`src/key_irq.sv`:
```
module key_irq (
    input  logic       CLOCK_50,
    input  logic       KEY0,
    input  logic       key_valid,
    input  logic [7:0] key_ascii,
    input  logic       irq_ack,
    output logic [7:0] key_code,
    output logic       irq
);

    always_ff @(posedge CLOCK_50 or negedge KEY0) begin
        if (!KEY0) begin
            key_code <= 8'd0;
            irq      <= 1'b0;
        end else begin
            if (key_valid) begin
                key_code <= key_ascii;  // zero codes latch too
            end
            // a fresh key beats a pending ack
            if (key_valid && (key_ascii != 8'd0)) begin
                irq <= 1'b1;
            end else if (irq && irq_ack) begin
                irq <= 1'b0;
            end
        end
    end

endmodule

```
`config.mk`:
```
export PLATFORM = sky130hd
export DESIGN_NAME = key_irq
export DESIGN_NICKNAME = d
export VERILOG_FILES = /design/src/key_irq.sv
export SDC_FILE = /design/constraint.sdc
export NUM_CORES = 1
export LEC_CHECK = 0
export BUFFER_PORTS_ARGS = -buffer_cell sky130_fd_sc_hd__buf_2
export CELL_PAD_IN_SITES_DETAIL_PLACEMENT = 0
export CELL_PAD_IN_SITES_GLOBAL_PLACEMENT = 1
export CORE_AREA = 5 5 42 44
export DETAILED_ROUTE_END_ITERATION = 10
export DIE_AREA = 0 0 47 49
export PLACE_DENSITY_LB_ADDON = 0.1
export SLEW_MARGIN = 20
export SYNTH_ARGS = -nofsm -noshare
export SYNTH_HDL_FRONTEND = slang
export SYNTH_SLANG_ARGS = --single-unit
```
`constraint.sdc`:
```
create_clock -name CLOCK_50 -period 1.1 [get_ports CLOCK_50]
set_input_delay 0.11 -clock CLOCK_50 [delete_from_list [all_inputs] [get_ports CLOCK_50]]
set_output_delay 0.11 -clock CLOCK_50 [all_outputs]
set_load 0.005 [all_outputs]
```
Word-level counts from Yosys, hierarchy flattened
Index checks and enable logic that the tools add are counted.
{"block": "classes", "n_addsub": 0, "multipliers": 0, "div": 0, "order_cmp": 0, "eq_ne": 0, "shift": 0, "n_mux": 2, "bitwise_logic": 0, "reduce_logical": 4}
{"op": "$reduce_bool 8->1", "count": 1}
{"op": "$logic_and 1x1->1", "count": 2}
{"op": "$mux 1", "count": 2}
{"op": "$reduce_bool 2->1", "count": 1}
{"block": "word_totals", "register_bits": 9, "latchBits": 0, "ram_bits": 0, "mem_bits_ro": 0, "input_bits": 12, "out_inout_bits": 9, "word_cells": 8, "memories": 0}

Logic depth before layout (Yosys ltp)
{"block": "logic_depth", "depth_word": 3, "ltp_mapped": 3, "mapped_depth_nobuf": 3}

Least setup slack after synthesis
OpenSTA, ideal clock, no wires.
{"block": "synth_timing", "path_kind": "input port to flip-flop", "startpoint": "input port key_ascii[7]", "endpoint": "register irq", "setup_ns": 0.123, "t_arrival_ns": 0.798, "required_time_ns": 0.977, "slack_ns": 0.179, "cell_stages": 3, "path_buffers": 0, "path_cell_list": "or4_1 > o21ai_1 > o21ai_1"}
{"block": "synth_between", "elab_chain_cells": 3, "elab_cells_between_ends": 4, "cone_classes": "mux: 1; reduce/logical: 3"}
{"element": "from (decl)", "line": "5", "text": "input logic [7:0] key_ascii,"}
{"element": "$reduce_bool 8->1 *", "line": "20", "text": "if (key_valid && (key_ascii != 8'd0)) begin"}
{"element": "$logic_and 1x1->1 *", "line": "20"}
{"element": "$mux 1 or $reduce_bool 2->1 (tied branches)"}
{"element": "to (signal assigned)", "line": "14", "text": "irq <= 1'b0;"}
{"element": "to (signal assigned)", "line": "21", "text": "irq <= 1'b1;"}
{"element": "to (signal assigned)", "line": "23", "text": "irq <= 1'b0;"}
{"element": "to (decl)", "line": "8", "text": "output logic irq"}
Every way passes the cells marked *; elsewhere a longest branch is shown, timed or not.
A chain may end at the register's enable or synchronous reset.

Final worst setup path
{"block": "layout_timing", "startpoint": "register key_code[6]", "endpoint": "output port key_code[6]"}
{"element": "from (decl)", "line": "7", "text": "output logic [7:0] key_code,"}
{"element": "from (signal assigned)", "line": "17", "text": "key_code <= key_ascii;"}
No word-level cell between the ends.

==> flow_summary.yaml <==
status:
  outcome: "finished, final reports clean"
clocking:
  cts_root_buf: "clkbuf_4"
  post_cts_buffers: 0
  cts_tree: "yes"
  htreeDepth: 1
  insertion_delay_ns: 0.25
  cts.sinks: 9
  clkTransAtPathRegs_ns: 0.06
  clk_path_buf_depth: 2
  cts-buffers-inserted: 3
critical_path:
  crit_start: "key_code[6]"
  crit_type: "reg -> out"
  critPathMaxFanout: 2
  rr_endpoint: "key_code[6]"
  slowest_stage: "dfrtp_1"
  crit_buf_inv: 1
  critPathTopFamily: "flip-flops"
  critPathLaunchType: "register"
  crit_arrival_ns: 0.76
  rrSetupSlack_ns: 0.35
  reg2regPathDepth: 1
  crit_chain: "buf_2"
  reg2reg_from: "key_code[6]"
  crit_required_ns: 0.99
  cp-end-kind: "output port"
  critical-path-max-stage-delay_ns: 0.38
final_layout:
  diodes: 0
  nets: 60
  layout.cells.non_filler: 63
  drive_gt1_share_pct: 68.09
  area_growth_syn_to_layout_pct: 42.91
logic_synthesis:
  mappedNetlistArea_sq_um: 352.8
  yosysUniqueCellTypes: 7
  yosys_warnings: 0
  avgSynthCellArea_sq_um: 15.34
  ys_ff_latch: 9
  synth_area_leader_cell: "dfrtp_1"
  synth_area_leaders: "dfrtp_1, mux2_2, or4_4"
  postSynthCellCount: 23
  ys_seq_area_share_pct: 63.83
  synth_top_area_share_pct: 63.83
  synth_fp_nets: 35
timing:
  setup_viol: 0
  fmax_mhz: 1153
  fin_crit_sh_pct: 78.82
  slew_headroom_pct: 86.09
  slew_violations: 0
  clock-skew-final_ns: 0
  tightest_slew_ns: 0.2086
  rsz0062_at_grt: "no"
  hold_viol_final: 0
  fin_setup_tns_ns: 0
  layout_min_cycle_time_ns: 0.8670
detailed_routing:
  firstDrtPassIters: 1
  viasPerCell: 4.381
  route.detailed.drc: 0
  postRouteAntennaNets: 0
  avgRoutedWirePerCell_um: 13.02
  vias: 276
  drt_wl_total_um: 820
  drtIter0Drc: 0
placed_design:
  io_buffers: 20
  gp_congestion: 0.6525
  dp_cells: 58
die:
  io_pins: 21
  start_util_pct: 25.18
  core_area_sq_um: 1401
  die_w_um: 47
  dieArea_sq_um: 2303
  rows: 14
  fp.dieH_um: 49
min_path:
  hold_path_class: "in -> reg"
  hold_start: "irq_ack"
  min_to: "irq"
  min_path_cells: 2
power_and_ir_drop:
  p_per_area_nw_per_um2: 1464
  power.total_mw: 0.7380
  vdd.ir_drop.worst_v: 0.0006065
  power.leakage_nw: 0.2454
global_route:
  grt_pass1_wl_mm: 1.228
  grt_max_degree: 10
  grt_pass1_vias: 304
  grt_antenna_before_repair: 0
  grt_overflow: 0
  grt_util_all_layers_pct: 7.452
flow_run:
  drv_cap: 0
==> logic make-up after synthesis <==
group | count (synthesis) | share of synthesized area [%]
flip-flops | 9 | 63.83
multiplexers | 8 | 25.53
AO/OA/AOI/OAI | 2 | 2.837
AND/OR/NAND/NOR | 2 | 5.320
buffers and inverters | 2 | 2.480
==> report_power, final <==
part	internal (mW)	total (mW)	switching, mW
clock	0.140	0.251	0.111
combinational	0.0658	0.110	0.0444
sequential	0.363	0.377	0.0143
total	0.568	0.738	0.170
==> layout by cell type (no fill, tap or decap) <==
master	instances
clkbuf_4	3
mux2_2	8
dfrtp_1	9
buf_2	20
clkbuf_1	1
or4_4	1
inv_1	1
dlygate4sd3_1	1
o21ai_1	2
or4_1	1
==> flip-flops by register name, indices dropped and copies added, names as in the netlist <==
name / count
irq: 1
key_code: 8
==> routing by layer <==
metal  wire, um  global-route usage (%)  up-vias  share of wire [%]
met5          0                       0        -                  0
met4          0                   2.765        0                  0
met3         97                   2.583        0                 12
met2        368                   11.76       16                 45
met1        354                   9.009      129                 43
li1           -                       -      131                  -
==> worst max path at each step <==
stage / endpoint / slack [ns] / cells past startpoint
after detailed placement: irq / 0.02 / 4
after global routing: key_code[3] / 0.19 / 1
after floorplan: irq / 0.18 / 3
after global placement: irq / 0.03 / 4
final: key_code[6] / 0.23 / 1
after CTS: key_code[6] / 0.22 / 1
==> timing repair <==
item,4_1_cts,5_1_grt
resized for setup,0,0
hold buffers,1,0
hold endpoints to repair,9,0
==> final cells by class <==
class | count | area (sq um)
fillers | 163 | 897.1
flip-flops and latches | 9 | 225.2
multi-input cells | 12 | 118.9
repair buffers | 21 | 110.1
clock buffers | 4 | 26.28
well taps | 16 | 20.02
inverters | 1 | 3.754
==> stage by stage <==
| stage | hold slack (ns) | utilization [%] | setup slack, ns | cell area (sq um) |
|---|---|---|---|---|
| finish | 0.02195 | 35.98 | 0.2330 | 504.2 |
| CTS | 0.01486 | 35.98 | 0.2156 | 504.2 |
| floorplan | -0.1856 | - | 0.1786 | 352.8 |
| detailed placement | -0.02384 | 33.39 | 0.02015 | 467.9 |
| global placement | -0.03212 | 33.39 | 0.02653 | 467.9 |
| global route | 0.02286 | 35.98 | 0.1907 | 504.2 |
==> synth_stat cells, drive strengths merged <==
cell	number
buf	1
o21ai	2
inv	1
dfrtp	9
or4	2
mux2	8
Power figures use the tool's default switching activity.
