### src/bus_pkg.sv
package bus_pkg;

    // load/store type as carried on the bus address tag
    // stores take the access size from bits 1:0
    typedef enum logic [2:0] {
        LS_B  = 3'd0,  // lb / sb
        LS_H  = 3'd1,  // lh / sh
        LS_W  = 3'd2,  // lw / sw
        LS_D  = 3'd3,  // ld / sd over two ram words
        LS_BU = 3'd4,
        LS_HU = 3'd5,
        LS_WU = 3'd6
    } ls_type_e;

    // transfer sequencer
    typedef enum logic [1:0] {
        IDLE     = 2'd0,  // waiting for cyc & stb
        RAM_WAIT = 2'd1,  // first ram word in flight
        RAM_HI   = 2'd2,  // second word of a double
        ACK_OUT  = 2'd3   // ack is high this cycle
    } ctrl_state_e;

endpackage

### src/read_return.sv
module read_return (
    input  logic              CLOCK_50,
    input  logic              KEY0,
    input  logic [31:0]       rdata,
    input  logic              lo_capture,
    input  logic              src_key,
    input  bus_pkg::ls_type_e ls_type,
    input  logic [1:0]        offset,
    input  logic [7:0]        key_code,
    output logic [63:0]       dat_r
);
    import bus_pkg::*;

    logic [31:0] lo_q;     // low word of a double read
    logic [31:0] shifted;

    always_ff @(posedge CLOCK_50 or negedge KEY0) begin
        if (!KEY0) begin
            lo_q <= 32'd0;
        end else begin
            lo_q <= lo_capture ? rdata : 32'd0;
        end
    end

    assign shifted = rdata >> {offset, 3'b000};

    always_comb begin
        if (src_key) begin
            dat_r = {56'd0, key_code};
        end else begin
            case (ls_type)
                LS_B:    dat_r = {{56{shifted[7]}}, shifted[7:0]};
                LS_H:    dat_r = {{48{shifted[15]}}, shifted[15:0]};
                LS_W:    dat_r = {{32{shifted[31]}}, shifted};
                LS_D:    dat_r = {rdata, lo_q};  // high word just came back
                LS_BU:   dat_r = {56'd0, shifted[7:0]};
                LS_HU:   dat_r = {48'd0, shifted[15:0]};
                default: dat_r = {32'd0, shifted};
            endcase
        end
    end

endmodule

### config.mk
export PLATFORM = sky130hd
export DESIGN_NAME = read_return
export DESIGN_NICKNAME = d
export VERILOG_FILES = /design/src/bus_pkg.sv /design/src/read_return.sv
export SDC_FILE = /design/constraint.sdc
export NUM_CORES = 1
export LEC_CHECK = 0
export ABC_AREA = 1
export BUFFER_PORTS_ARGS = -buffer_cell sky130_fd_sc_hd__buf_2
export CAP_MARGIN = 20
export CORE_UTILIZATION = 51
export DETAILED_ROUTE_END_ITERATION = 6
export PLACE_DENSITY = 0.79
export SYNTH_ARGS = -nofsm -noshare
export SYNTH_HDL_FRONTEND = slang
export SYNTH_SLANG_ARGS = --single-unit
### constraint.sdc
create_clock -name CLOCK_50 -period 1.4 [get_ports CLOCK_50]
set_input_delay 0.14 -clock CLOCK_50 [delete_from_list [all_inputs] [get_ports CLOCK_50]]
set_output_delay 0.14 -clock CLOCK_50 [all_outputs]
set_load 0.05 [all_outputs]
==> results of run 1 <==
==> cells by family after synthesis <==
logic type / after synthesis / synth area share [%]
compound gates: 34 / 5.95
buf+inv: 145 / 18.5
flops: 32 / 25.2
simple gates: 399 / 50.3
==> synthesized netlist by cell type, drive strengths merged <==
| cell | instances | area share (%) |
|---|---|---|
| nand2 | 241 | 29 |
| inv | 105 | 12 |
| nor2 | 85 | 10 |
| nand3 | 72 | 11 |
| dfrtp | 32 | 25 |
| o21ai | 26 | 4.1 |
| buf | 24 | 4.2 |
| clkbuf | 16 | 1.9 |
| o211ai | 7 | 1.7 |
| a31oi | 1 | 0.20 |
| and2 | 1 | 0.20 |
==> timing repair <==
| item | 4_1_cts |
|---|---|
| buffers inserted | 3 |
| endpoints found under the setup margin | 64 |
| gates resized for setup | 228 |
| endpoints found under the hold margin | 32 |
| cloned | 3 |
| hold buffers | 1 |
| pin swaps | 4 |
==> stage by stage <==
step / utilization (%) / cell area [um^2]
after floorplan: - / 3310
after global placement: 68.8 / 4100
after detailed placement: 68.8 / 4100
after CTS: 83.4 / 4960
==> qor.txt, run 1 <==
Root Buffer -> clkbuf_8
Fail Step -> global routing (5_1_grt)
Yosys cell types -> 18
Syn nets -> 659
Total CTS buffers -> 5
Cell count after placement -> 794
Clock sink total -> 32
GP Congestion -> 0.951
DP Worst Slack -> -0.244 ns
Post-Syn Area -> 0.00317 mm^2
H-tree lvl count -> 2
Die height -> 80.9 um
Worst setup endpoint GRT -> dat_r[39]
Worst ep type -> output port
Max clock buf depth -> 2
#FFs+latches synth -> 32
# port buffers -> 112
Run status -> aborted with a tool error
Boundary pin count -> 113
Largest net degree at the start of global routing -> 33
Cell Rows -> 28
Die width -> 80.9 um
Seq/Total Area, Yosys -> 25.2%
Ys Warns -> 0
Initial antenna violation count -> 1
Err -> [ERROR DPL-0033] detailed placement checks failed during check placement.
Syn Inst Count -> 610
Initial Utilization -> 53.3%
Syn avg cell area -> 5.20 um^2
DP HPWL -> 7690 um
==> run 2, diff against run 1 <==
- CORE_UTILIZATION: 51 -> 40
- PLACE_DENSITY: 0.79 -> not set
- PLACE_DENSITY_LB_ADDON: not set -> 0.15
==> qor.txt, run 2 <==
GP Congestion -> 0.939
Top FF cell, synth -> dfrtp_1
Initial DRC Count -> 273
Vias post-DR -> 4,337
Rel. slew slack -> 61.0%
Vias per Instance -> 5.10
GRT Overall Usage -> 29.7%
Most frequent cell after synthesis -> nand2_1
Slew Viols, Final -> 0
Slowest CP cell -> nor2_4
Final worst path period share -> 109%
Worst EP arrival -> 1.39 ns
Top-area cell type share of the netlist area -> 28.4%
Largest net degree at the start of global routing -> 34
CP Launch Type -> input pin
Share of flip-flops with an asynchronous set or reset -> 100%
Pre-antenna DRT Iters -> 5
Root Buffer -> clkbuf_8
Nets@finish -> 798
Logic pwr share -> 51.7%
Die height -> 91.1 um
Synth top cells by count -> nand2_1, inv_1, nor2_1, nand3_1, dfrtp_1
Grt met2 use -> 52.2%
Cell Rows -> 32
Core area -> 0.00769 mm^2
Yosys cell types -> 18
Top flop regs -> lo_q x32
CTS tree -> built
Clock sink total -> 32
Run status -> finished with violations
GR Layer Usage met1 -> 37.9%
Commonest non-fill, non-tap cell in the layout -> nand2_1
Max Cap Viol -> 0
Initial Utilization -> 41.3%
#FFs+latches synth -> 32
Hold WC Path Type -> input pin to flip-flop
Leakage power -> 3.24 nW
Global-route wire length before repair -> 19,700 um
Share of layout cells above drive strength 1 -> 45.5%
Met3 usage -> 2.60%
EDFF count, synth -> 0
Worst Path Required -> 1.26 ns
Sequential share of power -> 28.5%
Setup ws final -> -0.130 ns
Die width -> 91.1 um
Largest area contributor in the netlist -> nand2_1
Most flops, register -> lo_q
Crit Path Max Fanout -> 8
Syn nets -> 659
# port buffers -> 112
Worst setup path class -> input pin to output pin
# setup viols final -> 44
Clock network power share -> 19.8%
Seq/Total Area, Yosys -> 25.2%
Routed len/inst -> 15.7 um
Total CTS buffers -> 5
Die area -> 0.00829 mm^2
Failing checks -> setup timing
Total grt overflow -> 0
Worst slew pin tran -> 0.585 ns
Ys Warns -> 0
Max reg flops -> 32
Worst hold slack -> 0.0582 ns
Hold depth -> 3
Routed WL -> 13,300 um
Vias in the first global route -> 4,029
Worst VDD drop -> 357 uV
Power Density -> 614 mW/mm^2
# DRC -> 0
NetSw -> 1.49 mW
DP Worst Slack -> -0.232 ns
Syn-to-layout area delta -> 77.2%
Max clock buf depth -> 2
Gr busiest metal -> met2
Syn avg cell area -> 5.20 um^2
RSZ-0062 raised after global routing -> yes
Endpoints failing hold -> 0
Worst path cell trace -> buf_12, inv_8, buf_6, nand3_4, nor2_4, buf_6, buf_16, nor2_2, nand3_1, nand2_2, clkinvlp_4, buf_8
DRT antenna net count -> 0
Area contributors post-synth -> nand2_1, dfrtp_1, inv_1, nand3_1, nor2_1
Critical Path End Type -> output pin
Syn Inst Count -> 610
Worst Hold Launch -> rdata[19]
DP HPWL -> 8010 um
Boundary pin count -> 113
Switching share of power -> 43.1%
Crit path time final -> 1.53 ns
Worst path most repeated cell -> buf_6
Clk pin slew, worst setup/hold paths -> 0.07 ns
CP max stage delay -> 0.15 ns
Internal power -> 1.97 mW
Most frequent cells in the layout -> nand2_1, inv_1, nor2_1
Fmax -> 0.654 GHz
Post-Syn Area -> 0.00317 mm^2
CP startpoint -> offset[0]
Antenna cell count -> 0
Initial antenna violation count -> 0
H-tree lvl count -> 2
run 2: cells by family after synthesis:
group	synth area share, %
AND/OR/NAND/NOR	50.3
AO/OA/AOI/OAI	5.95
buffers and inverters	18.5
flip-flops	25.2
run 2: area by class of cell:
class | instances | area, um^2
fillers | 604 | 2060
clock buffers | 6 | 72.6
flip-flops and latches | 32 | 801
repair buffers | 172 | 1780
clock inverters | 1 | 5.00
multi-input cells | 433 | 2310
well taps | 102 | 128
inverters | 105 | 529
run 2: power by group through the flow:
stage                     sequential (mW)  clock, mW  combinational (mW)
after global routing                0.987      0.720                1.90
final                               0.983      0.684                1.79
after detailed placement             1.00          0                1.35
after CTS                           0.983      0.691                1.66
after global placement               1.00          0                1.35
after floorplan                     0.997          0               0.924
run 2: final timing paths:
kind,endpoint,slack [ns]
min in group asynchronous,lo_q[29]$_DFF_PN0_,0.43
max in group asynchronous,lo_q[8]$_DFF_PN0_,0.66
hold / removal,lo_q[19]$_DFF_PN0_,0.06
setup / recovery,dat_r[39],-0.13
run 2: layer usage:
metal  vias to the layer above  share of wire (%)
met3                        43                5.9
li1                       2091                  -
met1                      2021                 41
met4                         0                3.6
met5                         -                  0
met2                       182                 50
run 2: worst max-delay path, delay by kind of cell:
family	cells	cell delay [ns]
buf+inv	7	0.78
simple gates	5	0.45
run 2: what timing repair did:
| item | in CTS | in global routing |
|---|---|---|
| pin swaps | 6 | 13 |
| hold buffers | 1 | 0 |
| setup buffers | 5 | 0 |
| gates resized for setup | 254 | 87 |
| endpoints found under the setup margin | 64 | 63 |
| cloned | 6 | 0 |
| endpoints found under the hold margin | 32 | 0 |
run 2: per-stage QoR:
stage | utilization, % | setup TNS [ns] | instance area (um^2) | power, mW | instances
floorplan | - | -0.457 | 3310 | 1.92 | 610
global placement | 54.8 | -9.35 | 4220 | 2.35 | 832
detailed placement | 54.8 | -9.72 | 4220 | 2.35 | 832
CTS | 68.9 | -0.155 | 5300 | 3.33 | 851
global route | 73.2 | -5.48 | 5620 | 3.61 | 851
finish | 73.2 | -2.76 | 5620 | 3.45 | 851
No activity file was read; power rests on OpenSTA's default activity.
==> run 3, diff against run 2 <==
- BUFFER_PORTS_ARGS: -buffer_cell sky130_fd_sc_hd__buf_2 -> -buffer_cell sky130_fd_sc_hd__buf_4
- CTS_BUF_LIST: not set -> sky130_fd_sc_hd__clkbuf_2 sky130_fd_sc_hd__clkbuf_4 sky130_fd_sc_hd__clkbuf_8
==> qor.txt, run 3 (synthesized netlist as in run 2, its figures left out) <==
GP Congestion -> 0.954
Vias in the first global route -> 3,909
Crit path time final -> 1.54 ns
Endpoints failing hold -> 0
Nets@finish -> 792
Largest net degree at the start of global routing -> 33
Root Buffer -> clkbuf_8
Max clock buf depth -> 2
Leakage power -> 3.34 nW
Failing checks -> setup timing
Syn-to-layout area delta -> 92.8%
Worst Path Required -> 1.26 ns
Pre-antenna DRT Iters -> 5
Cell Rows -> 32
Critical Path End Type -> output pin
Total grt overflow -> 0
CTS tree -> built
Cell count after placement -> 818
Run status -> finished with violations
# port buffers -> 112
Worst setup path class -> input pin to output pin
# DRC -> 0
Global-route wire length before repair -> 18,500 um
# setup viols final -> 56
Antenna cell count -> 0
Fin area -> 0.00612 mm^2
Clk pin slew, worst setup/hold paths -> 0.06 ns
Clock sink total -> 32
Vias post-DR -> 4,614
Final instance count without filler cells -> 845
Post-DP Area -> 0.00440 mm^2
CP Launch Type -> input pin
Die height -> 91.1 um
DP HPWL -> 7960 um
Commonest non-fill, non-tap cell in the layout -> nand2_1
Setup ws final -> -0.141 ns
GRT Overall Usage -> 27.7%
Fmax -> 0.649 GHz
Final worst path period share -> 110%
Worst VDD drop -> 288 uV
Boundary pin count -> 113
Share of layout cells above drive strength 1 -> 48.5%
Die width -> 91.1 um
Total CTS buffers -> 5
Rel. slew slack -> 71.8%
Most flops, register -> lo_q
Most frequent cells in the layout -> nand2_1, buf_4, inv_1
Crit Path Max Fanout -> 8
Vias per Instance -> 5.46
Initial antenna violation count -> 0
Die area -> 0.00829 mm^2
Top flop regs -> lo_q x32
RSZ-0062 raised after global routing -> yes
Power Density -> 598 mW/mm^2
Worst EP arrival -> 1.40 ns
Hold WC Path Type -> input pin to flip-flop
H-tree lvl count -> 2
Routed len/inst -> 17.5 um
Initial DRC Count -> 312
Worst slew pin tran -> 0.423 ns
Initial Utilization -> 41.3%
Max reg flops -> 32
Slew Viols, Final -> 0
DRT antenna net count -> 0
Max Cap Viol -> 0
Routed WL -> 14,800 um
Core area -> 0.00769 mm^2
Hold depth -> 3
==> run 3: metal layers <==
metal / vias to the layer above / global-route usage [%] / routed length (um)
met5: - / 0 / 0
met4: 0 / 10.4 / 730
li1: 2079 / - / -
met2: 282 / 46.0 / 7630
met3: 69 / 3.18 / 1010
met1: 2184 / 36.7 / 5440
==> run 3: cell type report <==
cell class	instances	area, um^2
Fill cell	521	1570
Clock inverter	1	5.00
Timing Repair Buffer	166	2020
Multi-Input combinational cell	433	2540
Sequential cell	32	801
Inverter	105	549
Clock buffer	6	76.3
Tap cell	102	128
==> run 3: worst max-delay path, cell delays in order <==
cell and delay (ns):
buf_6 0.12, buf_6 0.12, nand3_4 0.09, nor2_4 0.05, buf_6 0.13, buf_16 0.15
nor2_1 0.13, nand3_1 0.12, nand2_2 0.10, clkinvlp_4 0.09, buf_8 0.15
==> run 3: repair_timing <==
action,in CTS,in global routing
pin swaps,4,25
cloned,3,6
setup buffers,4,6
gates resized for setup,167,216
hold buffers,1,0
hold endpoints to repair,32,0
endpoints found under the setup margin,64,62
==> run 3: metrics by stage <==
step	hold slack (ns)	power (mW)	util [%]	setup TNS, ns	setup WS [ns]
5_1_grt	0.0577	3.79	79.6	-5.49	-0.208
6_report	0.0498	3.66	79.6	-3.60	-0.141
3_5_place_dp	0.105	2.43	57.3	-8.22	-0.187
2_1_floorplan	-0.156	1.92	-	-0.457	-0.0464
4_1_cts	0.0490	3.31	66.7	-0.277	-0.0255
3_3_place_gp	0.101	2.42	57.3	-6.45	-0.146
==> run 3: worst paths after layout <==
check / startpoint / endpoint / slack, ns
worst max-delay path: ls_type[1] / dat_r[53] / -0.14
worst min-delay path: rdata[10] / lo_q[10]$_DFF_PN0_ / 0.05
max in group asynchronous: KEY0 / lo_q[6]$_DFF_PN0_ / 0.76
min in group asynchronous: KEY0 / lo_q[28]$_DFF_PN0_ / 0.34
==> run 3: power by group <==
part,leakage [nW],switching (mW),internal [mW]
sequential,0.412,0.0138,0.971
clock,0.0445,0.344,0.357
combinational,2.88,1.21,0.764
