`config.mk`:
```
export PLATFORM = sky130hd
export DESIGN_NAME = bus_ctrl
export DESIGN_NICKNAME = d
export VERILOG_FILES = /design/src/mem_map_pkg.sv /design/src/bus_pkg.sv /design/src/bus_ctrl.sv
export VERILOG_INCLUDE_DIRS = /design/src /design/src/src
export SDC_FILE = /design/constraint.sdc
export NUM_CORES = 1
export LEC_CHECK = 0
export ABC_AREA = 1
export BUFFER_PORTS_ARGS = -buffer_cell sky130_fd_sc_hd__buf_2
export CORE_MARGIN = 2
export CORE_UTILIZATION = 40
export CTS_CLUSTER_DIAMETER = 80
export DETAILED_ROUTE_END_ITERATION = 8
export GPL_TIMING_DRIVEN = 0
export PLACE_DENSITY = 0.69
export SYNTH_ARGS = -nofsm -noshare
export SYNTH_HDL_FRONTEND = slang
export SYNTH_SLANG_ARGS = --single-unit
```
`constraint.sdc`:
```
create_clock -name CLOCK_50 -period 1.95 [get_ports CLOCK_50]
set_clock_uncertainty 0.05 [all_clocks]
set_input_delay 0.0975 -clock CLOCK_50 [delete_from_list [all_inputs] [get_ports CLOCK_50]]
set_output_delay 0.0975 -clock CLOCK_50 [all_outputs]
set_load 0.05 [all_outputs]
```
`src/soc_config.svh`:
```
`ifndef SOC_CONFIG_SVH
`define SOC_CONFIG_SVH

// bus widths
`define SOC_ADDR_W 32
`define SOC_DATA_W 64

// on-chip ram depth in 32-bit words
// 1024 words cover 0x0000_0000 .. 0x0000_0FFF
`define SOC_RAM_WORDS 1024

// register map
`define SOC_KEY_ADDR  32'h0000_F000  // read-only ascii code of the last key
`define SOC_UART_ADDR 32'h0000_F008  // write-only tx byte

`endif
```
`src/mem_map_pkg.sv`:
```
`include "soc_config.svh"

package mem_map_pkg;

    typedef enum logic [1:0] {
        REG_RAM  = 2'd0,
        REG_KEY  = 2'd1,
        REG_UART = 2'd2,
        REG_NONE = 2'd3
    } region_e;

    // anything outside the map decodes to REG_NONE
    function automatic region_e decode_region(input logic [`SOC_ADDR_W-1:0] addr);
        region_e rgn;
        if (addr < (`SOC_RAM_WORDS * 4)) begin
            rgn = REG_RAM;
        end else if (addr == `SOC_KEY_ADDR) begin
            rgn = REG_KEY;
        end else if (addr == `SOC_UART_ADDR) begin
            rgn = REG_UART;
        end else begin
            rgn = REG_NONE;
        end
        return rgn;
    endfunction

endpackage

```
`src/bus_pkg.sv`:
```
package bus_pkg;

    // load/store type as carried on the bus address tag
    // stores take the access size from bits 1:0
    typedef enum logic [2:0] {
        LS_B  = 3'd0,  // lb / sb
        LS_H  = 3'd1,  // lh / sh
        LS_W  = 3'd2,  // lw / sw
        LS_D  = 3'd3,  // ld / sd over two ram words
        LS_BU = 3'd4,
        LS_HU = 3'd5,
        LS_WU = 3'd6
    } ls_type_e;

    // transfer sequencer
    typedef enum logic [1:0] {
        IDLE     = 2'd0,  // waiting for cyc & stb
        RAM_WAIT = 2'd1,  // first ram word in flight
        RAM_HI   = 2'd2,  // second word of a double
        ACK_OUT  = 2'd3   // ack is high this cycle
    } ctrl_state_e;

endpackage

```
`src/bus_ctrl.sv`:
```
`include "soc_config.svh"

module bus_ctrl (
    input  logic                   CLOCK_50,
    input  logic                   KEY0,
    input  logic                   cyc,
    input  logic                   stb,
    input  logic                   we,
    input  logic [`SOC_ADDR_W-1:0] adr,
    input  bus_pkg::ls_type_e      ls_type,
    output logic                   ack,
    output logic                   ram_en,
    output logic                   ram_we,
    output logic                   ram_hi,
    output logic [9:0]             ram_word,
    output logic                   lo_capture,
    output logic                   src_key,
    output logic                   uart_valid
);
    import bus_pkg::*;
    import mem_map_pkg::*;

    ctrl_state_e state;
    region_e     rgn;

    assign rgn = decode_region(adr);

    always_ff @(posedge CLOCK_50 or negedge KEY0) begin
        if (!KEY0) begin
            state      <= IDLE;
            ack        <= 1'b0;
            ram_en     <= 1'b0;
            ram_we     <= 1'b0;
            ram_hi     <= 1'b0;
            ram_word   <= '0;
            lo_capture <= 1'b0;
            src_key    <= 1'b0;
            uart_valid <= 1'b0;
        end else begin
            ack        <= 1'b0;  // single-cycle pulses by default
            uart_valid <= 1'b0;
            case (state)
                IDLE: begin
                    if (cyc && stb) begin
                        case (rgn)
                            REG_RAM: begin
                                ram_en   <= 1'b1;
                                ram_we   <= we;
                                ram_hi   <= 1'b0;
                                ram_word <= adr[11:2];
                                state    <= RAM_WAIT;
                            end
                            REG_KEY: begin
                                src_key <= !we;  // writes to the key reg are ignored
                                ack     <= 1'b1;
                                state   <= ACK_OUT;
                            end
                            REG_UART: begin
                                uart_valid <= we;  // lines up with ack
                                ack        <= 1'b1;
                                state      <= ACK_OUT;
                            end
                            default: begin
                                ack   <= 1'b1;  // unmapped reads return zero
                                state <= ACK_OUT;
                            end
                        endcase
                    end
                end
                RAM_WAIT: begin
                    if (ls_type == LS_D) begin
                        // upper word follows the low one
                        ram_hi     <= 1'b1;
                        ram_word   <= ram_word + 10'd1;
                        lo_capture <= !ram_we;
                        state      <= RAM_HI;
                    end else begin
                        ram_en <= 1'b0;
                        ram_we <= 1'b0;
                        ack    <= 1'b1;
                        state  <= ACK_OUT;
                    end
                end
                RAM_HI: begin
                    ram_en     <= 1'b0;
                    ram_we     <= 1'b0;
                    ram_hi     <= 1'b0;
                    lo_capture <= 1'b0;
                    ack        <= 1'b1;
                    state      <= ACK_OUT;
                end
                ACK_OUT: begin
                    // master drops stb here so no restart this edge
                    src_key <= 1'b0;
                    state   <= IDLE;
                end
                default: state <= IDLE;
            endcase
        end
    end

endmodule

```
# Word level (Yosys, flattened, before mapping)
# Cells that the tools add are included.
[word_totals]
input_bits = 40
reg_bits = 19
out_inout_bits = 17
word_cells = 72
[op_classes]
magnitude_cmp = 1
n_addsub = 1
eq_ne = 13
reduce_logical = 14
n_mux = 34
[ops]
columns = ["cell", "n"]
rows = [
  ["equality test 32 x 16 -> 1 bit (second input constant)", 2],
  ["< comparator 32 x 13 -> 1 bit (second input constant)", 1],
  ["two-way mux 10 bit", 3],
  ["case mux 10 bit (2 select lines)", 1],
  ["two-way mux 1 bit", 19],
  ["case mux 1 bit (3 select lines)", 4],
  ["AND reduction 4 bit", 3],
  ["adder 10 x 1 -> 10 bit (second input constant)", 1],
  ["two-way mux 2 bit", 4],
  ["case mux 2 bit (4 select lines)", 1],
  ["equality test 2 bit (second input constant)", 3],
  ["!= test 2 bit (second input constant)", 3],
  ["nonzero test 2 bit", 3],
  ["equality test 2 x 1 -> 1 bit (second input constant)", 2],
  ["logical NOT 2 bit", 2],
  ["!= test 2 x 1 -> 1 bit (second input constant)", 2],
  ["case mux 1 bit (2 select lines)", 2],
  ["equality test 3 x 2 -> 1 bit (second input constant)", 1],
  ["AND reduction 3 bit", 1],
  ["nonzero test 3 bit", 1],
  ["logical NOT 1 bit", 2],
  ["AND reduction 2 bit", 1],
  ["logical AND 1 bit", 1],
]

# Depth between registers and ports, before layout
# Gate-level depths: netlist (run 1).
[logic_depth]
word_depth = 8
ltp_mapped = 9
depth_no_buf = 9

# Worst setup path before layout (run 1)
# OpenSTA, ideal clock, no wires.
[synth_path]
kind = "register -> register"
startpoint = "register ram_word[0]"
endpoint = "register ram_word[4]"
period_less_slack_ps = 1676
path_buffers = 0
t_required_ps = 1782
path_stages_with_launch = 9
setup_ps = 118
path_slack_ps = 274
arrival_ps = 1508
path_cell_list = "dfrtp_1 -> ha_1 -> nand2_1 -> o21ai_0 -> inv_1 -> o21ai_0 -> o21ai_0 -> nand2_1 -> nand2_1"
[synth_via]
elab_chain_cells = 3
[synth_lines]
columns = ["item", "line", "rtl"]
rows = [
  ["start: declaration", "bus_ctrl.sv:15", "output logic [9:0] ram_word,"],
  ["start signal: assignment", "bus_ctrl.sv:50", "ram_word <= adr[11:2];"],
  ["start signal: assignment", "bus_ctrl.sv:74", "ram_word <= ram_word + 10'd1;"],
  ["adder 10 x 1 -> 10 bit", "bus_ctrl.sv:74", ""],
  ["two-way mux 10 bit", "bus_ctrl.sv:71", "if (ls_type == LS_D) begin"],
  ["case mux 10 bit (2 select lines)", "bus_ctrl.sv:42", "case (state)"],
]
# Every way passes these cells. The select of a mux whose other input is x is not followed.
# A chain may end at the register's enable or synchronous reset.

# Worst setup path after layout (run 1)
[layout_path]
startpoint = "register state[0]"
endpoint = "register ram_word[3]"
[layout_via]
elab_chain_cells = 3
[layout_lines]
columns = ["item", "line", "rtl"]
rows = [
  ["start: declaration", "bus_ctrl.sv:23", "ctrl_state_e state;"],
  ["start signal: assignment", "bus_ctrl.sv:30", "state <= IDLE;"],
  ["start signal: assignment", "bus_ctrl.sv:51", "state <= RAM_WAIT;"],
  ["start signal: assignment", "bus_ctrl.sv:56", "state <= ACK_OUT;"],
  ["equality test 2 x 1 -> 1 bit / logical NOT 2 bit (equally long branches)", "bus_ctrl.sv:42", ""],
  ["!= test 2 bit (no source line) (tied with other cells)", "-", ""],
  ["AND reduction 4 bit (no source line)", "-", ""],
]
# Parallel ways exist; a longest one is shown, timed or not.

==> run metrics, run 1 <==
outcome finished clean; Avg Cell Area, Syn ~6.7 sq um; CP startpoint state[0]; CTS Buffer Depth 2; nets between 300 and 400; first-pass GRT wire length between 5000 and 6000 um; Post-Route WL between 3000 and 4000 um; Clk Tree Root Cell clkbuf_4; Die H 62.1 um; Setup crit end kind flop; Mapped Area approximately 1400 sq um; FILL cells 320; Die ar. 3860 sq um; Primary FF master, synth dfrtp_1; maxcap violations 0; Crit Path Category flop to flop; Core Area 3280 sq um; number of buffers created by CTS 3; number of global-route vias before repair 1,254; die span in x 62.1 um; max-slew violations 0; vias approximately 1,500; top-area cell type share of the netlist area 0.352; Starting Density 0.411; # rows 21; antenna fix cells 0; fmax 601 MHz; H-tree depth 1; PwrDens approximately 1500 nW/um^2; final hold violations 0; P_leak around 0.00097 uW; port bufs 56; Synth area leader dfrtp_1; Worst EP arrival between 1.5 and 2 ns; Netlist cell types 29; number of vias per cell about 4.7; Worst setup SP type flop; RR Startpoint state[0]; PnR worst setup slack ~0.29 ns; post-layout min period around 1.7 ns; Seq cells post-synth 19; Synth warnings 0; Clock transition at path regs about 0.12 ns; layout cells sized above 1 0.280; WHS Path Cells 5; post-cts gate resize count 0; Area Growth Syn to Fin 28.5%; Post-Syn Nets 247; total clock sinks 19; Post-CTS Setup Bufs 0; Routed WL per cell around 10 um; RSZ-0062 raised after global routing false; Post-DRT Antenna Nets 0; Tightest Pin Transition between 0.4 and 0.5 ns; top area cells in the synthesized netlist dfrtp_1 35%, nand2_1 21%, nor2_1 7.2%, inv_1 5.8%, ha_1 4.6%; CTS tree built; async set or reset register ratio after synthesis 1.00; DRC Markers 0; Setup-failing EPs final 0; CP max FO 10; HP Class primary input to flop; Worst Reg2Reg Path Length in Cells 8; number of synthesized flops with an enable pin 0; Setup TNS 0 ns; relative slew slack 0.693; gpl congestion 0.857; hold endpoint ram_word[6]; gr usage total 0.186; I/O Pins 57; DR pass1 iterations 4; Hold Buf Count CTS 2; largest net degree at the start of global routing 20; min-delay src adr[8]; worst path required time 2.13 ns; VDD IR max between 0.9 and 1 mV; Worst R2R Setup Slack 0.29 ns; grt ovf 0; Tcrit/Tclk final 0.853; HPWL after detailed placement 2500 um; starting DRC count in detailed routing 78; antenna violations before repair 0; pre-CTS setup slack just over 0.3 ns; RR Endpoint ram_word[3]; sequential area share after synthesis 0.352; Post-Syn Instances 202; clock latency on the worst-skew pair 0.31 ns
metrics by stage:
stage | utilization | hold WS, ns | cell area, sq um | cells | power, uW
after floorplan | - | -0.248 | 1350 | 202 | 2080
after global placement | 0.514 | 0.0133 | 1690 | 304 | 2460
after detailed placement | 0.514 | 0.0170 | 1690 | 304 | 2480
after CTS | 0.528 | 0.0186 | 1740 | 310 | 2710
after global routing | 0.528 | 0.0567 | 1740 | 310 | 2960
final | 0.528 | 0.0300 | 1740 | 310 | 2680
worst max-delay path by stage:
stage,to,slack [ns]
2_1_floorplan,ram_word[4],0.27
3_3_place_gp,ram_word[6],0.32
3_5_place_dp,ram_word[3],0.30
4_1_cts,ram_word[3],0.29
5_1_grt,ram_word[5],0.14
6_report,ram_word[3],0.29
final cells by class:
type	count	area, sq um	share of cell area
Clock buffer	3	22.5	0.0130
Tap cell	46	57.6	0.0332
Sequential cell	19	475	0.274
Inverter	22	82.6	0.0476
Buffer	3	20.0	0.0115
Clock inverter	1	5.00	0.00288
Timing Repair Buffer	58	300	0.173
Multi-Input combinational cell	158	772	0.445
cells by family (layout without fill, tap and decap cells):
family | Yosys count | count (layout) | share of synthesized area
DFF | 19 | 19 | 0.352
and+or+nand+nor | 129 | 129 | 0.416
muxes | 1 | 1 | 0.00741
AOI/OAI and AO/OA | 23 | 23 | 0.102
adders and majority gates | 5 | 5 | 0.0463
buffers and inverters | 25 | 87 | 0.0760
metal layers:
metal | vias up | routed length, um | global-route usage
li1 | 769 | - | -
met1 | 640 | 1390 | 0.239
met5 | - | 0 | 0
met3 | 9 | 253 | 0.0497
met4 | 0 | 60 | 0.0578
met2 | 49 | 1500 | 0.305
where the power goes:
part           switching (uW)  internal [uW]  leakage, uW
registers                 171            564     0.000240
logic                    1220            510     0.000712
clock network             142           76.9    0.0000177
total                    1530           1150     0.000970
cells in the mapped netlist, types with 2 or more instances:
| library cell | instances |
|---|---|
| o31ai_1 | 2 |
| nor2_2 | 4 |
| nand3_2 | 2 |
| a21oi_1 | 2 |
| nand3_1 | 10 |
| o21ai_1 | 4 |
| o21ai_2 | 2 |
| ha_1 | 5 |
| nand2_1 | 75 |
| dfrtp_1 | 19 |
| nand2_2 | 2 |
| nand4_1 | 4 |
| nor2_1 | 26 |
| o21ai_0 | 9 |
| nor3_1 | 2 |
| inv_1 | 21 |
sequential cells by signal (all words and copies together) (netlist names):
name	flops
ram_en	1
ram_word	10
ram_hi	1
ram_we	1
state	2
uart_valid	1
src_key	1
ack	1
lo_capture	1
critical path, stage by stage (launching register included):
cell and delay, ns:
dfrtp_1 0.43, inv_1 0.09, ha_1 0.29, inv_1 0.14
o21ai_2 0.20, nand3_2 0.11, buf_6 0.16, nand2_1 0.06
nand2_1 0.05
placed cells by master, fill, tap and decap left out, drive strengths merged:
| master | count |
|---|---|
| o21ai | 15 |
| inv | 22 |
| o221ai | 1 |
| nand3b | 1 |
| a21boi | 1 |
| nor3 | 2 |
| o31ai | 2 |
| mux2i | 1 |
| clkbuf | 4 |
| dfrtp | 19 |
| and3 | 1 |
| a21oi | 2 |
| and2 | 1 |
| nand3 | 12 |
| ha | 5 |
| clkinv | 1 |
| nand2 | 77 |
| dlygate4sd3 | 2 |
| buf | 58 |
| o21bai | 1 |
| a31oi | 1 |
| nand4 | 4 |
| nor2 | 31 |
Power figures use the tool's default switching activity.
==> inputs of run 2 (changes only) <==
--- a/config.mk
+++ b/config.mk
@@ -12,7 +12,6 @@
 export CORE_UTILIZATION = 40
 export CTS_CLUSTER_DIAMETER = 80
 export DETAILED_ROUTE_END_ITERATION = 8
-export GPL_TIMING_DRIVEN = 0
 export PLACE_DENSITY = 0.69
 export SYNTH_ARGS = -nofsm -noshare
 export SYNTH_HDL_FRONTEND = slang
==> run 2 against run 1 <==
Against the previous run: count of clock-buffer cells in the layout increased by 1; highest routed layer unchanged; sequential share of layout area increased by 0.26 points; clock power decreased by 8%; fmax decreased by 4.5%; cell area decreased by 0.94%; first-iteration DRC count increased by 14%; hold slack got worse by 0.020 ns; routed wire length increased by 2.0%; critical path type unchanged; sequential power about the same.
==> run metrics, run 2 (same netlist as run 1, synthesis figures left out) <==
most flop-heavy register ram_word; RSZ-0062 raised after global routing false; DR pass1 iterations 4 (unchanged); worst path required time 2.10 ns (-0.03 ns); # rows 21 (unchanged); post-route insts no fill 308 (-0.65%); gr usage total 0.174 (-0.0116); die span in x 62.1 um (unchanged); Tcrit/Tclk final 0.893 (+0.0399); Tightest Pin Transition 0.439 ns (-0.0215 ns); RR Startpoint state[1]; relative slew slack 0.707 (+0.0144); Setup crit end kind flop; grt ovf 0 (unchanged); starting DRC count in detailed routing 89 (+14%); most common library cell in the layout ignoring fill and taps nand2_1; number of buffers created by CTS 3 (unchanged); number of global-route vias before repair 1,198 (-4.5%); Post-CTS Setup Bufs 0 (unchanged); max-slew violations 0 (unchanged); DRC Markers 0 (unchanged); Worst setup SP type flop; layout cells sized above 1 0.279 (-0.00168); Routed WL per cell 10.6 um (+2.6%); VDD IR max 0.807 mV (-19%); RR Endpoint ram_word[1]; clock latency on the worst-skew pair 0.30 ns (about the same); CP max FO 11 (+1); largest net degree at the start of global routing 20 (unchanged); Placed Cells 303 (-0.33%); gpl congestion 0.839 (-2.0%); post-cts gate resize count 0 (unchanged); fin area 1720 sq um (-0.94%); Worst EP arrival 1.89 ns (+0.05 ns); number of vias per cell 4.70 (-0.59%); Crit Path Category flop to flop; multi-input logic area 772 sq um (unchanged); post-layout min period 1.74 ns (+0.0778 ns); Reg area 475 sq um (unchanged); vias 1,449 (-1.2%); antenna fix cells 0 (unchanged); H-tree depth 1 (unchanged); final hold violations 0 (unchanged); Clk Tree Root Cell clkbuf_4; total clock sinks 19 (unchanged); WHS Path Cells 4 (-1); antenna violations before repair 0 (unchanged); CTS Buffer Depth 2 (unchanged); fmax 574 MHz (-4.5%); port bufs 56 (unchanged); Core Area 3280 sq um (unchanged); outcome finished clean; HPWL after detailed placement 2600 um (+4.2%); CTS tree built; Placed Area 1680 sq um (-0.30%); FILL cells 343 (+7.2%); CP startpoint state[1]; first-pass GRT wire length 5010 um (-6.2%); Starting Density 0.411 (unchanged); HP Class primary input to flop; Worst R2R Setup Slack 0.21 ns (-0.08 ns); I/O Pins 57 (unchanged); Die ar. 3860 sq um (unchanged); Post-DRT Antenna Nets 0 (unchanged); leading cell types in the layout, fill and taps excluded 75 x nand2_1, 56 x buf_2, 26 x nor2_1; max reg flops 10 (unchanged); Setup TNS 0 ns (unchanged); top flop regs ram_word (10), state (2); Area Growth Syn to Fin 27.3%; nets 308 (-0.65%); Worst Reg2Reg Path Length in Cells 7 (-1); Clock transition at path regs 0.11 ns (about the same); Post-Route WL 3260 um (+2.0%); Setup-failing EPs final 0 (unchanged); Die H 62.1 um (unchanged); maxcap violations 0 (unchanged); CP Capture Point ram_word[1]; P_leak 0.000961 uW (-0.94%); PwrDens 1560 nW/um^2 (+0.92%)
==> run 2: cell types whose count changed in the layout (fill, tap and decap cells not counted), sizes merged <==
cell | before | now
dlygate4sd3 | 2 | 1
clkinv | 1 | 0
==> run 2: per-layer routing <==
metal  global-route usage  wire length (um)  vias up  share of wire
met5                    0                 0        -              0
li1                     -                 -      761              -
met3               0.0352               196        4          0.060
met4               0.0334                17        0         0.0052
met2                0.296              1540       49           0.47
met1                0.231              1510      635           0.46
==> run 2: worst max-delay path, stage by stage, from the launching register on <==
cell and delay, ns:
dfrtp_1 0.41, inv_1 0.11, ha_1 0.31, inv_1 0.13, o21ai_2 0.20, nand3_2 0.24, nand2_1 0.14, o21ai_2 0.05
==> run 2: worst min-delay path by stage <==
stage	endpoint	slack, ns	start
5_1_grt	ram_we	0.04	we
2_1_floorplan	ack	-0.25	KEY0
3_3_place_gp	ram_word[3]	0.01	KEY0
6_report	src_key	0.01	we
4_1_cts	src_key	0.006	we
3_5_place_dp	ram_word[3]	0.02	KEY0
==> run 2: per-stage QoR <==
stage                util  worst slack, ns  hold WS (ns)  total power, uW
finish              0.523            0.209        0.0105             2680
global route        0.523           0.0886        0.0367             2910
CTS                 0.523            0.199       0.00622             2700
detailed placement  0.512            0.227        0.0181             2490
global placement    0.512            0.285        0.0115             2470
floorplan               -            0.274        -0.248             2080
==> run 2: layout make-up <==
cell class	instances	share of cell area
multi-input cells	158	0.449
inverters	22	0.0480
flip-flops and latches	19	0.277
well taps	46	0.0335
clock buffers	4	0.0153
repair buffers	59	0.178
==> run 2: power breakdown <==
group | total, uW | switching (uW) | internal, uW
clock | 201 | 121 | 79.7
sequential | 733 | 169 | 564
combinational | 1750 | 1240 | 507
==> run 2: timing repair <==
action                                  CTS  global route
hold endpoints to repair                 19             0
hold buffers                              1             0
endpoints found under the setup margin    0             0
